--- src/hdl/dmem_pkg.sv ---
// Data memory shared definitions
// Widths, address field positions, access size codes and handshake payloads
`default_nettype none

package dmem_pkg;

    // Widths with a meaning of their own
    typedef logic [15:0]  addr_t;
    typedef logic [31:0]  word_t;
    typedef logic [127:0] line_t;     // Four words, word 0 in the low bits
    typedef logic [7:0]   tag_t;
    typedef logic [3:0]   index_t;
    typedef logic [1:0]   offset_t;
    typedef logic [3:0]   byte_en_t;
    typedef logic [1:0]   size_t;

    // Access size codes
    localparam size_t SIZE_WORD = 2'd0;
    localparam size_t SIZE_BYTE = 2'd1;
    localparam size_t SIZE_HALF = 2'd2;

    // Address split: tag | index | word offset | byte offset
    localparam int TAG_LSB    = 8;
    localparam int INDEX_LSB  = 4;
    localparam int OFFSET_LSB = 2;

    localparam int NUM_LINES = 16;
    localparam int RAM_BYTES = 65536;

    typedef struct packed {
        addr_t addr;
        logic  we;      // High for a store
        size_t size;
        word_t wdata;
    } mem_req_t;

    typedef struct packed {
        word_t rdata;   // Zero for a store
        logic  hit;
    } mem_rsp_t;

endpackage

`default_nettype wire

--- src/hdl/cache_controller.sv ---
// Cache controller for the data memory
// Accepts one request at a time, decides hit or miss, writes through on
// stores, fills the line on a load miss and holds the response until taken
`default_nettype none

module cache_controller
    import dmem_pkg::*;
(
    input  logic     clk,
    input  logic     rst,
    input  logic     req_valid,
    output logic     req_ready,
    input  mem_req_t req,
    output logic     rsp_valid,
    input  logic     rsp_ready,
    output mem_rsp_t rsp,
    output logic     lookup,
    output logic     fill,
    output logic     update,
    output index_t   index,
    output offset_t  offset,
    output tag_t     fill_tag,
    output line_t    fill_line,
    input  logic     line_valid,
    input  tag_t     line_tag,
    input  line_t    line_data,
    output logic     ram_read,
    output logic     ram_write,
    output addr_t    ram_addr,
    input  line_t    ram_line,
    output size_t    acc_size,
    output addr_t    acc_addr,
    output word_t    acc_wdata,
    input  word_t    load_value
);

    typedef enum logic [1:0] {
        ST_IDLE,
        ST_LOOKUP,
        ST_FILL,
        ST_RESPOND
    } state_t;

    state_t   state;
    mem_req_t req_q;
    mem_rsp_t rsp_q;
    logic     rsp_valid_q;
    logic     hit;
    tag_t     req_tag;
    index_t   req_index;
    line_t    sel_line;
    word_t    sel_word;

    assign req_tag   = req_q.addr[TAG_LSB +: $bits(tag_t)];
    assign req_index = req_q.addr[INDEX_LSB +: $bits(index_t)];
    assign offset    = req_q.addr[OFFSET_LSB +: $bits(offset_t)];

    assign hit = line_valid && (line_tag == req_tag);   // Valid in ST_LOOKUP only

    assign req_ready = (state == ST_IDLE);
    assign lookup    = (state == ST_IDLE) && req_valid;
    assign index     = (state == ST_IDLE) ? req.addr[INDEX_LSB +: $bits(index_t)] : req_index;

    // Store writes through, cache word only updated on a hit
    assign ram_write = (state == ST_LOOKUP) && req_q.we;
    assign update    = (state == ST_LOOKUP) && req_q.we && hit;
    assign ram_read  = (state == ST_LOOKUP) && !req_q.we && !hit;
    assign ram_addr  = req_q.we ? {req_q.addr[15:2], 2'b00} : {req_tag, req_index, 4'b0000};

    assign fill      = (state == ST_FILL);
    assign fill_tag  = req_tag;
    assign fill_line = ram_line;

    // Answer word comes from the fetched line during a fill
    assign sel_line = (state == ST_FILL) ? ram_line : line_data;
    assign sel_word = sel_line[{offset, 5'b00000} +: 32];

    // Lane logic sees store data on stores and the selected word on loads
    assign acc_size  = req_q.size;
    assign acc_addr  = req_q.addr;
    assign acc_wdata = req_q.we ? req_q.wdata : sel_word;

    always_ff @(posedge clk) begin
        if (rst) begin
            state       <= ST_IDLE;
            rsp_valid_q <= 1'b0;
        end else begin
            case (state)
                ST_IDLE: begin
                    if (req_valid) begin
                        state <= ST_LOOKUP;
                    end
                end
                ST_LOOKUP: state <= (req_q.we || hit) ? ST_RESPOND : ST_FILL;
                ST_FILL:   state <= ST_RESPOND;
                ST_RESPOND: begin
                    // Response register is loaded a cycle before valid rises
                    if (!rsp_valid_q) begin
                        rsp_valid_q <= 1'b1;
                    end else if (rsp_ready) begin
                        rsp_valid_q <= 1'b0;
                        state       <= ST_IDLE;
                    end
                end
                default: state <= ST_IDLE;
            endcase
        end
    end

    always_ff @(posedge clk) begin
        if (req_valid && req_ready) begin
            req_q <= req;
        end
        if (state == ST_LOOKUP) begin
            rsp_q.rdata <= req_q.we ? '0 : load_value;
            rsp_q.hit   <= hit;
        end else if (state == ST_FILL) begin
            rsp_q.rdata <= load_value;
            rsp_q.hit   <= 1'b0;                        // Always a miss here
        end
    end

    assign rsp_valid = rsp_valid_q;
    assign rsp       = rsp_q;

endmodule

`default_nettype wire

--- config.mk ---
export PLATFORM = sky130hd
export DESIGN_NAME = cache_controller
export DESIGN_NICKNAME = d
export VERILOG_FILES = /design/src/hdl/dmem_pkg.sv /design/src/hdl/cache_controller.sv
export SDC_FILE = /design/constraint.sdc
export NUM_CORES = 1
export LEC_CHECK = 0
export BUFFER_PORTS_ARGS = -buffer_cell sky130_fd_sc_hd__clkbuf_2
export CORE_AREA = 2 2 233 235
export DETAILED_ROUTE_END_ITERATION = 8
export DIE_AREA = 0 0 235 237
export PLACE_DENSITY = 0.36
export REMOVE_ABC_BUFFERS = 1
export SLEW_MARGIN = 25
export SYNTH_ARGS = -nofsm -noshare
export SYNTH_HDL_FRONTEND = slang
export SYNTH_SLANG_ARGS = --single-unit
--- constraint.sdc ---
create_clock -name clk -period 2.5 [get_ports clk]
set_clock_uncertainty 0.1 [all_clocks]
set_input_delay 0.125 -clock clk [delete_from_list [all_inputs] [get_ports clk]]
set_output_delay 0.125 -clock clk [all_outputs]
set_load 0.05 [all_outputs]
### Word-level counts from Yosys, hierarchy flattened

Index checks and enable logic that the tools add are counted.

* magnitude comparators: 0
* multipliers: 0
* shifts and indexed selects: 1
* add/sub/neg operators: 0
* div/mod/pow operators: 0
* equality and inequality tests: 7
* bitwise gates (word level): 0
* muxes and demuxes: 14
* reductions and logical operators: 12

Operator list (count)
* 2-to-1 mux 128 bit: 1
* variable part select 128 x 8 -> 32 bit: 1
* 2-to-1 mux 33 bit: 2
* 2-to-1 mux 32 bit: 2
* == test 8 bit: 1
* 2-to-1 mux 4 bit: 2
* case mux 2 bit (4 select lines): 1
* logical AND 1 bit: 6
* 2-to-1 mux 2 bit: 3
* inequality test 2 bit, second input constant: 3
* == test 2 bit, second input constant: 2
* 2-to-1 mux 1 bit: 3
* AND reduction 3 bit: 1
* == test 2 x 1 -> 1 bit, second input constant: 1
* zero test 1 bit: 2
* zero test 2 bit: 1
* nonzero test 2 bit: 1
* logical OR 1 bit: 1

* word-level logic and storage cells: 42
* memories: 0
* input port bits: 352
* RAM bits: 0
* bits in read-only memories: 0
* register bits: 87
* latch bits: 0

### Logic depth before layout (Yosys ltp)

* depth in word-level cells: 5
* gate-level depth with buffers: 8
* depth with buffers taken out: 6

### Worst setup path after synthesis

Ideal clock, no wire load.

* path kind: flip-flop to flip-flop
* from: register state[0]
* to: register req_q, in the netlist acc_addr[0] (enable)
* cell stages (with the launch flop): 5
* setup time: 0.430 ns
* data required time: 1.970 ns
* path slack: -0.865 ns
* buffers on the path: 1
* data arrival time: 2.834 ns
* period minus slack after synthesis: 3.365 ns
* cell sequence: dfxtp_1 > inv_1 > ha_1 > clkbuf_1 > and2_1

* cells in the longest elaborated chain, start to end: 2

Ends and longest elaborated chain
* from (decl): RTL line cache_controller.sv:44 `state_t state;`
* from (signal assigned): RTL line cache_controller.sv:94 `ST_LOOKUP: state <= (req_q.we || hit) ? ST_RESPOND : ST_FILL;`
* zero test 2 bit: RTL line cache_controller.sv:60 `assign req_ready = (state == ST_IDLE);`
* net req_ready: RTL line cache_controller.sv:12 `output logic req_ready,`
* logical AND 1 bit: RTL line cache_controller.sv:111 `if (req_valid && req_ready) begin`
* net lookup: RTL line cache_controller.sv:17 `output logic lookup,`
* to (signal assigned): RTL line cache_controller.sv:112 `req_q <= req;`
* to (decl): RTL line cache_controller.sv:45 `mem_req_t req_q;`

The timed path passes the listed nets, and every way through them passes these cells.
A chain may end at the register's enable or synchronous reset.

### Worst setup path after layout

* from: register state[0]
* to: output acc_wdata[24]

* cells in the longest elaborated chain, start to end: 4

Ends and longest elaborated chain
* == test 2 bit: RTL line cache_controller.sv:75 `assign sel_line = (state == ST_FILL) ? ram_line : line_data;`
* 2-to-1 mux 128 bit: RTL line cache_controller.sv:75
* variable part select 128 x 8 -> 32 bit: RTL line cache_controller.sv:76 `assign sel_word = sel_line[{offset, 5'b00000} +: 32];`
* 2-to-1 mux 32 bit: RTL line cache_controller.sv:81 `assign acc_wdata = req_q.we ? req_q.wdata : sel_word;`
* to (decl): RTL line cache_controller.sv:33 `output word_t acc_wdata,`

Every way passes these cells.

==> flow_summary.yaml <==
synth:
  netlist_instances: 495
  syn_area_sq_um: 6529
  yosys_warnings: 0
  yosysSeqAreaShare_pct: 39.56
  syn_area_per_cell_sq_um: 13.19
  ys_ff_latch: 87
  yosysUniqueCellTypes: 33
floorplanning:
  core_area_sq_um: 53280
  ioPinCount: 600
  die_x_um: 235
  die_area_sq_um: 55700
  die_h_um: 237
  start_util_pct: 12.25
  rows: 85
placed_design:
  dp.cells: 1621
  dp_hpwl_mm: 31.95
  place.gp.congestion: 0.9353
  port-buffer-count: 597
drt:
  wl_met2_mm: 19.57
  totalWireLength_mm: 38.53
  wl_met1_mm: 15.01
  drtIter0Drc: 359
  dr.pass1.iters: 5
  wl_per_cell_um: 22.03
  vias: 6434
  ant_nets: 0
  wl_met3_mm: 3.128
  highest_layer: "met5"
  drc_errors: 0
  routed_via_density: 3.679
sta:
  fin_crit_ns: 2.677
  period_share_pct: 107.1
  tightest_slew_ns: 0.6326
  fmax_mhz: 373.6
  slew-limit-headroom_pct: 57.72
  grt_setup_unrepaired: "yes"
  finalWorstSetupSlack_ns: -0.1766
  slew_viol_final: 0
  finalHoldViolations: 0
  setup_viol_count_final: 23
power:
  p_per_area_nw_per_um2: 1031
  vdd_drop_max_mv: 0.4135
  p_total_mw: 11.39
  p_leak_nw: 5.174
final_layout:
  fin_cells: 1749
  final_common_cell: "clkbuf_2"
  area_growth_pct: 69.30
  drive_above_1_share_pct: 70.06
  nets: 1403
  final_cell_mix: "clkbuf_2 (564), dlygate4sd3_1 (85), edfxtp_1 (84)"
  nFillCells: 5910
cts:
  cts.htree.levels: 3
  cts_tree: "done"
  cts_buffer_depth: 2
  clkSlewWorstSetupHoldPaths_ns: 0.08
  clockRootBuffer: "clkbuf_16"
  cts_buffers: 9
  clock-sinks: 87
  clk_latency_ns: 0.38
setup_path:
  r2r_start: "state[0]"
  worst-r2r-cell-count: 9
  startpoint: "state[0]"
  critPathCaptureType: "output port"
  required_ns: 2.28
  cp_max_fo: 9
  startpoint_type: "register"
  crit_type: "register to output port"
  arrival_ns: 2.45
flow_run:
  cap_violations: 0
global_route:
  gr-total-overflow: 0
  grtUsageTotal_pct: 13.24
  grt_max_degree: 36
  grt_pass1_vias: 6859
  grt_pass1_wl_mm: 51.35
  antenna_found_initial: 15
worst_hold_path:
  hp-class: "input pin to register"
  hp-start: "line_valid"
  holdPathStages: 4
run_status:
  status: "finished with violations"
  violations: "negative setup slack"
[per-stage QoR]
step / hold WS [ns] / setup slack [ns] / setup TNS [ns] / util, % / instance area [sq um]
after floorplan: 0.09738 / -1.473 / -84.85 / - / 5071
after global placement: 0.2038 / -0.1139 / -0.8604 / 17.48 / 9313
after detailed placement: 0.2037 / -0.1275 / -0.6999 / 17.50 / 9323
after CTS: 0.05857 / -0.2060 / -3.398 / 20.49 / 10920
after global routing: 0.09801 / -0.2609 / -5.322 / 20.74 / 11050
final: 0.08154 / -0.1766 / -1.649 / 20.74 / 11050
[power by group]
group	total [mW]	switching, mW	internal [mW]	leakage [nW]
registers	2.49	0.212	2.28	0.826
clock network	1.49	0.704	0.787	0.147
logic	7.41	4.84	2.57	4.20
total	11.4	5.76	5.63	5.17
[registers in the layout (all words and copies together) (netlist names)]
signal / flops
rsp: 33
req_q: 33
acc_addr: 16
rsp_valid: 1
state: 2
acc_size: 2
[cells in the mapped netlist]
cell / instances / area share (%)
buf_2: 4 / 0.31
xnor2_1: 8 / 1.1
mux4_1: 13 / 5.2
buf_12: 2 / 0.61
dfxtp_1: 3 / 0.92
nor2b_1: 2 / 0.19
o21ai_0: 2 / 0.15
mux2i_1: 2 / 0.31
conb_1: 1 / 0.057
ha_1: 4 / 0.77
nand3_1: 2 / 0.15
buf_1: 2 / 0.12
a21boi_0: 1 / 0.12
or4_1: 1 / 0.12
nor3_1: 1 / 0.077
inv_1: 36 / 2.1
mux2_2: 4 / 0.69
mux4_2: 51 / 18
or3_1: 1 / 0.096
a21oi_1: 2 / 0.15
nor3b_1: 1 / 0.12
buf_6: 3 / 0.52
buf_4: 170 / 20
edfxtp_1: 84 / 39
nand4_1: 1 / 0.096
a222oi_1: 32 / 4.9
nand3b_1: 1 / 0.12
nor2_1: 5 / 0.29
clkbuf_1: 15 / 0.86
and2_1: 36 / 3.4
a2111oi_0: 1 / 0.13
clkbuf_8: 2 / 0.42
nand2_1: 2 / 0.12
[worst max-delay path, cell delays in order, from the launching register on]
cell,delay [ns]
dfxtp_2,0.33
inv_2,0.06
ha_4,0.16
buf_12,0.15
buf_6,0.14
mux4_2,0.53
a222oi_1,0.38
inv_1,0.11
clkbuf_8,0.19
[layout make-up]
cell class,count,area (sq um),area share (%)
sequential,87,2585,23.39
antenna,1,2.502,0.02264
inverter,36,135.1,1.223
clock buffer,9,225.2,2.038
clock inverter,7,77.57,0.7018
tap,696,870.8,7.879
timing repair buffer,738,4783,43.28
multi-input combinational,175,2374,21.47
[kinds of logic (layout without fill, tap and decap cells)]
family	count (synthesis)	after routing	synth area share (%)
buffers and inverters	234	790	24.45
flip-flops	87	87	39.56
multiplexers	70	70	23.82
AND/OR/NAND/NOR	53	53	4.811
AO/OA/AOI/OAI	38	38	5.462
XOR/XNOR	8	8	1.073
adder cells (fa/ha/maj)	4	4	0.7666
other	1	3	0.05744
[per-layer routing]
metal / vias to the layer above / global-route usage, %
met1: 3144 / 15.04
met2: 416 / 24.09
li1: 2816 / -
met4: 12 / 3.376
met5: - / 0
met3: 46 / 3.905
[repair_timing]
item                                   in CTS  in global routing
hold buffers                               85                  0
setup buffers                              17                  6
endpoints found under the hold margin      86                  0
setup endpoints to repair                  32                 32
resized for setup                          71                 20
pin swaps                                  15                 16
gates cloned                                1                  2
[final timing paths]
kind / to / slack, ns
worst max-delay path: acc_wdata[24] / -0.18
worst max register to register: state[0] / 0.49
worst min register to register: state[1] / 0.61
worst min-delay path: state[0] / 0.08
No activity file was read; power rests on OpenSTA's default activity.
