===== config.mk =====
export PLATFORM = sky130hd
export DESIGN_NAME = lane_align
export DESIGN_NICKNAME = d
export VERILOG_FILES = /design/src/hdl/dmem_pkg.sv /design/src/hdl/lane_align.sv
export SDC_FILE = /design/constraint.sdc
export NUM_CORES = 1
export LEC_CHECK = 0
export BUFFER_PORTS_ARGS = -buffer_cell sky130_fd_sc_hd__buf_2
export CAP_MARGIN = 20
export CELL_PAD_IN_SITES_DETAIL_PLACEMENT = 1
export CELL_PAD_IN_SITES_GLOBAL_PLACEMENT = 2
export CORE_ASPECT_RATIO = 0.8
export CORE_MARGIN = 4
export CORE_UTILIZATION = 15
export DETAILED_ROUTE_END_ITERATION = 10
export GPL_TIMING_DRIVEN = 0
export PLACE_DENSITY_LB_ADDON = 0.12
export REMOVE_ABC_BUFFERS = 1
export SLEW_MARGIN = 30
export SYNTH_ARGS = -nofsm -noshare
export SYNTH_HDL_FRONTEND = slang
export SYNTH_SLANG_ARGS = --single-unit

===== constraint.sdc =====
create_clock -name vclk -period 4.5
set_clock_uncertainty 0.2 [all_clocks]
set_input_delay 0.45 -clock vclk [all_inputs]
set_output_delay 0.45 -clock vclk [all_outputs]
set_load 0.01 [all_outputs]

===== src/hdl/dmem_pkg.sv =====
// Data memory shared definitions
// Widths, address field positions, access size codes and handshake payloads
`default_nettype none

package dmem_pkg;

    // Widths with a meaning of their own
    typedef logic [15:0]  addr_t;
    typedef logic [31:0]  word_t;
    typedef logic [127:0] line_t;     // Four words, word 0 in the low bits
    typedef logic [7:0]   tag_t;
    typedef logic [3:0]   index_t;
    typedef logic [1:0]   offset_t;
    typedef logic [3:0]   byte_en_t;
    typedef logic [1:0]   size_t;

    // Access size codes
    localparam size_t SIZE_WORD = 2'd0;
    localparam size_t SIZE_BYTE = 2'd1;
    localparam size_t SIZE_HALF = 2'd2;

    // Address split: tag | index | word offset | byte offset
    localparam int TAG_LSB    = 8;
    localparam int INDEX_LSB  = 4;
    localparam int OFFSET_LSB = 2;

    localparam int NUM_LINES = 16;
    localparam int RAM_BYTES = 65536;

    typedef struct packed {
        addr_t addr;
        logic  we;      // High for a store
        size_t size;
        word_t wdata;
    } mem_req_t;

    typedef struct packed {
        word_t rdata;   // Zero for a store
        logic  hit;
    } mem_rsp_t;

endpackage

`default_nettype wire


===== src/hdl/lane_align.sv =====
// Byte lane logic for the data memory
// Places store data on its lanes with byte enables, and pulls a
// zero-extended byte or halfword out of a loaded word
`default_nettype none

module lane_align
    import dmem_pkg::*;
(
    input  size_t    size,
    input  addr_t    addr,
    input  word_t    wdata,
    input  word_t    word,
    output byte_en_t byte_en,
    output word_t    lane_wdata,
    output word_t    load_value
);

    logic [4:0] shift;

    assign shift = {addr[1:0], 3'b000};   // Bit position of the addressed byte

    always_comb begin
        byte_en    = 4'b0000;              // Unused size code writes nothing
        lane_wdata = wdata;
        load_value = word;
        case (size)
            SIZE_WORD: byte_en = 4'b1111;
            SIZE_BYTE: begin
                byte_en    = 4'b0001 << addr[1:0];
                lane_wdata = wdata << shift;
                load_value = {24'h000000, word[shift +: 8]};
            end
            SIZE_HALF: begin
                // Halfword lane chosen by addr[1], addr[0] ignored
                byte_en    = addr[1] ? 4'b1100 : 4'b0011;
                lane_wdata = addr[1] ? {wdata[15:0], 16'h0000} : {16'h0000, wdata[15:0]};
                load_value = {16'h0000, addr[1] ? word[31:16] : word[15:0]};
            end
            default: ;
        endcase
    end

endmodule

`default_nettype wire


[Yosys cells after proc, flatten, opt, wreduce, memory -nomap -nowiden]
Cells that the tools add are included.
Word-level totals
  input port bits: 82
  RAM bits: 0
  bits in latches: 0
  memories: 0
  bits in registers: 0
  logic and storage cells: 12
  ROM bits: 0
Cells by class
  divide/modulo/power cells: 0
  eq/ne operators: 2
  $lt $le $gt $ge: 0
  $mul: 0
  multiplexer cells: 6
  reduce and logical (&&, ||, !) cells: 1
  add/sub/neg operators: 0
  shift-type cells: 3
  bitwise operators: 0
Operators with widths (number)
  $pmux 32 s2: 2
  $mux 32: 1
  $shiftx 32x6->8: 1
  $shl 32x5->32: 1
  $mux 16: 1
  $pmux 4 s3: 1
  $mux 4: 1
  $shl 1x2->4 const A: 1
  $eq 2x1->1 const B: 1
  $eq 2x2->1 const B: 1
  $logic_not 2->1: 1

[Longest topological paths before layout]
Gate-level depths: netlist (run 1).
  depth in word-level cells: 2
  depth in mapped cells: 7

[Least setup slack after synthesis (run 1)]
OpenSTA, ideal clock, no wires.
  path type: in2out
  from: input port size[0]
  to: output port lane_wdata[25]
  buffers on the path: 1
  setup slack: 2257 ps
  stages: 7
  data required time: 3850 ps
  data arrival time: 1593 ps
  cells stage by stage: inv_1 ha_1 nand2_1 a21oi_2 buf_6 a222oi_1 o21ai_0
Between the ends
  cells in the longest elaborated chain, start to end: 2
Ends and longest elaborated chain
  start: declaration: RTL line lane_align.sv:9  | input size_t size,
  $eq 2x2->1 / $eq 2x1->1 (equally long branches): RTL line lane_align.sv:26  | case (size)
  $pmux 32 s2 *: RTL line lane_align.sv:26
  end: declaration: RTL line lane_align.sv:14  | output word_t lane_wdata,
Mark *: on every way between the ends. The rest lies on a longest branch, timed or not.

[Worst setup path after layout (run 1)]
Same ends and word-level chain as after synthesis.

==> impl_metrics.csv, run 1 <==
group,metric,value,unit
detailed_routing,first_pass_iters,6,
floorplan,die_x,108,um
place,port-buffer-count,136,
cells_and_area,fin_nets,390,
worst_setup_path,critPathLaunchType,"primary input",
floorplan,die_y,88.0,um
power_and_ir_drop,leakage,1.07,nW
timing,worstMarginPinSlew,756,ps
cells_and_area,regArea,0,sq um
worst_setup_path,cp.arrival,2780,ps
worst_setup_path,required,3850,ps
global_routing,grt-ovfl-total,0,
floorplan,fp-row-count,28,
synthesis,avgSynthCellArea,6.89,sq um
power_and_ir_drop,powerDensity,132,nW/um^2
place,dp_worst_setup_slack,1040,ps
clock_network,holdBufCountCts,0,
detailed_routing,wl_per_cell,16.4,um
floorplan,coreArea,7570,sq um
cells_and_area,seq_cell_count,0,
floorplan,start_util,15.8,%
timing,relSlewSlack,49.6,%
synthesis,synth_cell_types,34,
global_routing,antenna_found_initial,0,
global_routing,grt_max_degree,33,
place,gp_congestion,0.725,
synthesis,yosys_warnings,0,
timing,hold_violations,0,
clock_network,cts_resized,0,
timing,finalSetupViolations,0,
timing,layout_setup_ws,1070,ps
floorplan,die_area,9490,sq um
min_path,hp-class,"primary input to output pin",
timing,rsz0062_at_grt,"no",
detailed_routing,drt-total-wl,6660,um
worst_setup_path,crit_type,"primary input to output pin",
timing,max_freq,0.291,GHz
timing,fin_crit,3430,ps
timing,fin_setup_tns,0,ps
power_and_ir_drop,irDropWorstVdd,0.0000408,V
cells_and_area,drive_above_1_share,49.3,%
floorplan,io-pin-count,150,
detailed_routing,drt-initial-drc-count,82,
cells_and_area,fillers,1003,
clock_network,post_cts_buffers,0,
timing,timing.final.crit_share,76.3,%
detailed_routing,drc,0,
place,dp_hpwl,5490,um
worst_setup_path,critPathCaptureType,"output pin",
timing,drv_slew,0,
run_status,outcome,"complete, no violations",
cells_and_area,area_growth,62.4,%
min_path,hp-start,"wdata[11]",
global_routing,grt_pass1_wl,10800,um
synthesis,synth_top_area_cell,"a22o_1",
synthesis,netlist_instances,174,
min_path,hold_depth,4,
worst_setup_path,cp_max_fo,32,
synthesis,yosys-top-cells-area,"a22o_1, a221o_1, nor2b_1, mux2i_1, ha_1",
detailed_routing,routed-via-count,1887,
global_routing,grt_usage,13.6,%
synthesis,synth_top_area_share,11.7,%
cells_and_area,multi_input_area,1110,sq um
cells_and_area,nClkBuffers,0,
synthesis,synth_area,1200,sq um
synthesis,synth.yosys.seq_area_share,0,%
detailed_routing,postRouteAntennaNets,0,
cells_and_area,n_antenna_cell,0,
flow_run,max-cap-violations,0,
min_path,hold_end,"lane_wdata[19]",
global_routing,grt_pass1_vias,2004,
detailed_routing,vias_per_cell,4.66,
[final cells by class]
class | instances | area share [%]
inverters | 7 | 1.48
multi-input cells | 157 | 56.8
well taps | 105 | 6.75
repair buffers | 136 | 35.0
[cells by family after synthesis]
kind of cell | count (synthesis) | share of synthesized area, %
adders and majority gates | 6 | 6.26
AOI/OAI and AO/OA | 68 | 44.1
and+or+nand+nor | 74 | 34.2
buffers and inverters | 17 | 7.93
muxes | 9 | 7.52
[cell usage after synthesis, types with 2 or more instances]
library cell  number
a22oi_1            7
clkbuf_2           2
ha_1               6
nand2_1           19
nor2b_1           16
a22o_1            16
and3_1             7
buf_6              2
inv_1              5
buf_4              2
buf_2              3
mux2i_1            9
nor2_1            12
a21oi_2            2
a222oi_1           7
a21oi_1           12
nand2b_1           2
and2_1             8
nand3_1            4
o21ai_0            9
o21ai_1            2
a221o_1           10
[power breakdown]
group          total [mW]  internal [mW]  switching (mW)
Clock                   0              0               0
Sequential              0              0               0
Combinational       0.257          0.112           0.144
[critical path: stages]
cell,delay [ps]
buf_2,120
inv_1,80
ha_2,740
nand2_1,290
a21oi_2,640
a222oi_1,130
o21ai_0,150
buf_2,180
[per-layer routing]
metal / GRT usage [%] / share of wire, %
met4: 0 / 0
met2: 24.3 / 50
met3: 1.69 / 6.0
met5: 0 / 0
met1: 18.7 / 44
[worst max path at each step]
| stage | startpoint | to | slack [ps] | cells past startpoint |
|---|---|---|---|---|
| 5_1_grt | size[1] | lane_wdata[26] | 760 | 8 |
| 6_report | size[0] | lane_wdata[25] | 1070 | 8 |
| 4_1_cts | size[0] | lane_wdata[25] | 1020 | 8 |
| 3_5_place_dp | size[0] | lane_wdata[25] | 1040 | 8 |
| 3_3_place_gp | size[0] | lane_wdata[25] | 610 | 8 |
| 2_1_floorplan | size[0] | lane_wdata[25] | 1670 | 6 |
[cell usage in the layout, fill, tap and decap left out, types with 2 or more instances in the layout]
master      n
and2_1      8
a222oi_1    7
buf_2     136
a22oi_1     7
a21oi_2     2
a21oi_1    12
a22o_1     16
inv_1       5
nor2_1     12
o21ai_1     2
o21ai_0     9
a221o_1    10
nor2b_1    16
mux2i_1     9
and3_1      7
nand3_1     4
nand2_1    19
ha_1        5
nand2b_1    2
[per-stage QoR]
| stage | hold WS [ps] | instance area [sq um] | util (%) | power, mW | cells |
|---|---|---|---|---|---|
| finish | 1010 | 1950 | 25.7 | 0.257 | 405 |
| global placement | 1020 | 1940 | 25.7 | 0.262 | 405 |
| CTS | 1020 | 1950 | 25.7 | 0.263 | 405 |
| floorplan | 811 | 1130 | - | 0.132 | 164 |
| detailed placement | 1020 | 1950 | 25.7 | 0.262 | 405 |
| global route | 1020 | 1950 | 25.7 | 0.287 | 405 |
No activity file was read; power rests on OpenSTA's default activity.
==> run 2: changes to the inputs <==
--- a/config.mk
+++ b/config.mk
@@ -11,7 +11,7 @@
 export CELL_PAD_IN_SITES_GLOBAL_PLACEMENT = 2
 export CORE_ASPECT_RATIO = 0.8
 export CORE_MARGIN = 4
-export CORE_UTILIZATION = 15
+export CORE_UTILIZATION = 13
 export DETAILED_ROUTE_END_ITERATION = 10
 export GPL_TIMING_DRIVEN = 0
 export PLACE_DENSITY_LB_ADDON = 0.12
==> constraint.sdc (replaced) <==
create_clock -name vclk -period 2.75
set_clock_uncertainty 0.2 [all_clocks]
set_input_delay 0.275 -clock vclk [all_inputs]
set_output_delay 0.275 -clock vclk [all_outputs]
set_load 0.01 [all_outputs]
==> impl_metrics.csv, run 2 (synthesis gave the netlist of run 1 again) <==
group,metric,value,unit
detailed_routing,drt-total-wl,7170,um
detailed_routing,postRouteAntennaNets,0,
global_routing,grt_pass1_vias,2008,
floorplan,coreArea,9040,sq um
timing,relSlewSlack,52.0,%
cells_and_area,layout.cells.most_common,"buf_2",
detailed_routing,routed-via-count,1845,
min_path,hp-class,"primary input to output pin",
floorplan,start_util,13.3,%
cells_and_area,drive_above_1_share,50.5,%
cells_and_area,regArea,0,sq um
worst_setup_path,critPathCaptureType,"output pin",
timing,worstMarginPinSlew,715,ps
global_routing,antenna_found_initial,0,
detailed_routing,vias_per_cell,4.44,
timing,fin_setup_tns,0,ps
place,dp_hpwl,5780,um
timing,hold_ws,666,ps
global_routing,grt_usage,12.3,%
timing,rsz0062_at_grt,"yes",
floorplan,die_x,115,um
floorplan,die_area,10800,sq um
cells_and_area,fillers,1150,
worst_setup_path,cp.arrival,2130,ps
timing,fin_crit,2610,ps
power_and_ir_drop,powerDensity,216,nW/um^2
worst_setup_path,crit_chain,"buf_2, inv_1, ha_4, nand2_1, nor2_2, a22o_1, buf_2",
detailed_routing,wl_per_cell,17.2,um
detailed_routing,drc,0,
cells_and_area,area_growth,68.2,%
worst_setup_path,cp-endpoint,"load_value[10]",
timing,timing.final.crit_share,94.7,%
timing,max_freq,0.384,GHz
place,port-buffer-count,136,
cells_and_area,multi_input_area,1140,sq um
worst_setup_path,required,2280,ps
floorplan,fp-row-count,31,
power_and_ir_drop,leakage,1.09,nW
floorplan,die_y,93.9,um
cells_and_area,fin_nets,391,
worst_setup_path,critPathLaunchType,"primary input",
cells_and_area,seq_cell_count,0,
power_and_ir_drop,irDropWorstVdd,0.0000775,V
timing,finalSetupViolations,0,
clock_network,holdBufCountCts,0,
timing,drv_slew,0,
global_routing,grt-ovfl-total,0,
worst_setup_path,max_stage_delay,530,ps
place,gp_congestion,0.767,
detailed_routing,first_pass_iters,5,
cells_and_area,fin_area,2020,sq um
worst_setup_path,cp-startpoint,"size[0]",
flow_run,max-cap-violations,0,
worst_setup_path,crit_type,"primary input to output pin",
timing,hold_violations,0,
run_status,outcome,"complete, no violations",
global_routing,grt_max_degree,33,
worst_setup_path,cp_max_fo,32,
worst_setup_path,path_common_cell,"buf_2",
worst_setup_path,slowest_stage,"ha_4",
detailed_routing,drt-initial-drc-count,94,
cells_and_area,layout_common_cells,"buf_2, nand2_1, a22o_1, nor2b_1, a21oi_1",
cells_and_area,nClkBuffers,0,
cells_and_area,n_antenna_cell,0,
place,dpl_cell_area,1960,sq um
floorplan,io-pin-count,150,
global_routing,grt_pass1_wl,10900,um
## run 2: cell types whose count changed in the layout (fill, tap and decap cells not counted), sizes merged
cell / previous run / this run
buf: 136 / 137
## run 2: layout make-up
| type | count | share of cell area [%] |
|---|---|---|
| inverters | 7 | 1.43 |
| multi-input cells | 157 | 56.7 |
| well taps | 115 | 7.14 |
| repair buffers | 137 | 34.8 |
## run 2: timing repair
item,CTS,global route
setup endpoints to repair,39,15
pin swaps,0,0
setup buffers,0,1
resized for setup,5,2
## run 2: metrics by stage
| stage | total power, mW | setup slack (ps) | instances | utilization, % |
|---|---|---|---|---|
| detailed placement | 0.434 | -399 | 415 | 21.7 |
| global placement | 0.436 | -874 | 415 | 21.7 |
| CTS | 0.441 | 50.3 | 415 | 22.0 |
| finish | 0.436 | 145 | 416 | 22.3 |
| global route | 0.481 | -22.9 | 416 | 22.3 |
| floorplan | 0.216 | 273 | 164 | - |
## run 2: critical path: cells and delay by family
family / cells / cell delay [ps]
compound gates: 1 / 210
fa+ha+maj: 1 / 530
buf+inv: 3 / 360
simple gates: 2 / 750
## run 2: worst min-delay path by stage
stage	cells past startpoint	start	endpoint	slack (ps)
6_report	4	wdata[9]	lane_wdata[17]	670
3_3_place_gp	3	word[0]	load_value[0]	660
2_1_floorplan	2	wdata[8]	lane_wdata[16]	460
3_5_place_dp	4	wdata[9]	lane_wdata[17]	670
5_1_grt	3	word[5]	load_value[5]	680
4_1_cts	4	wdata[9]	lane_wdata[17]	670
## run 2: metal layers
metal / track usage, % / wire length [um] / vias up
li1: - / - / 915
met1: 15.7 / 3060 / 887
met2: 23.7 / 3840 / 39
met3: 0.580 / 221 / 4
met4: 0.880 / 61 / 0
met5: 0 / 0 / -
## run 2: power by group
part	total, mW	internal (mW)	switching, mW
clock network	0	0	0
logic	0.436	0.190	0.246
registers	0	0	0
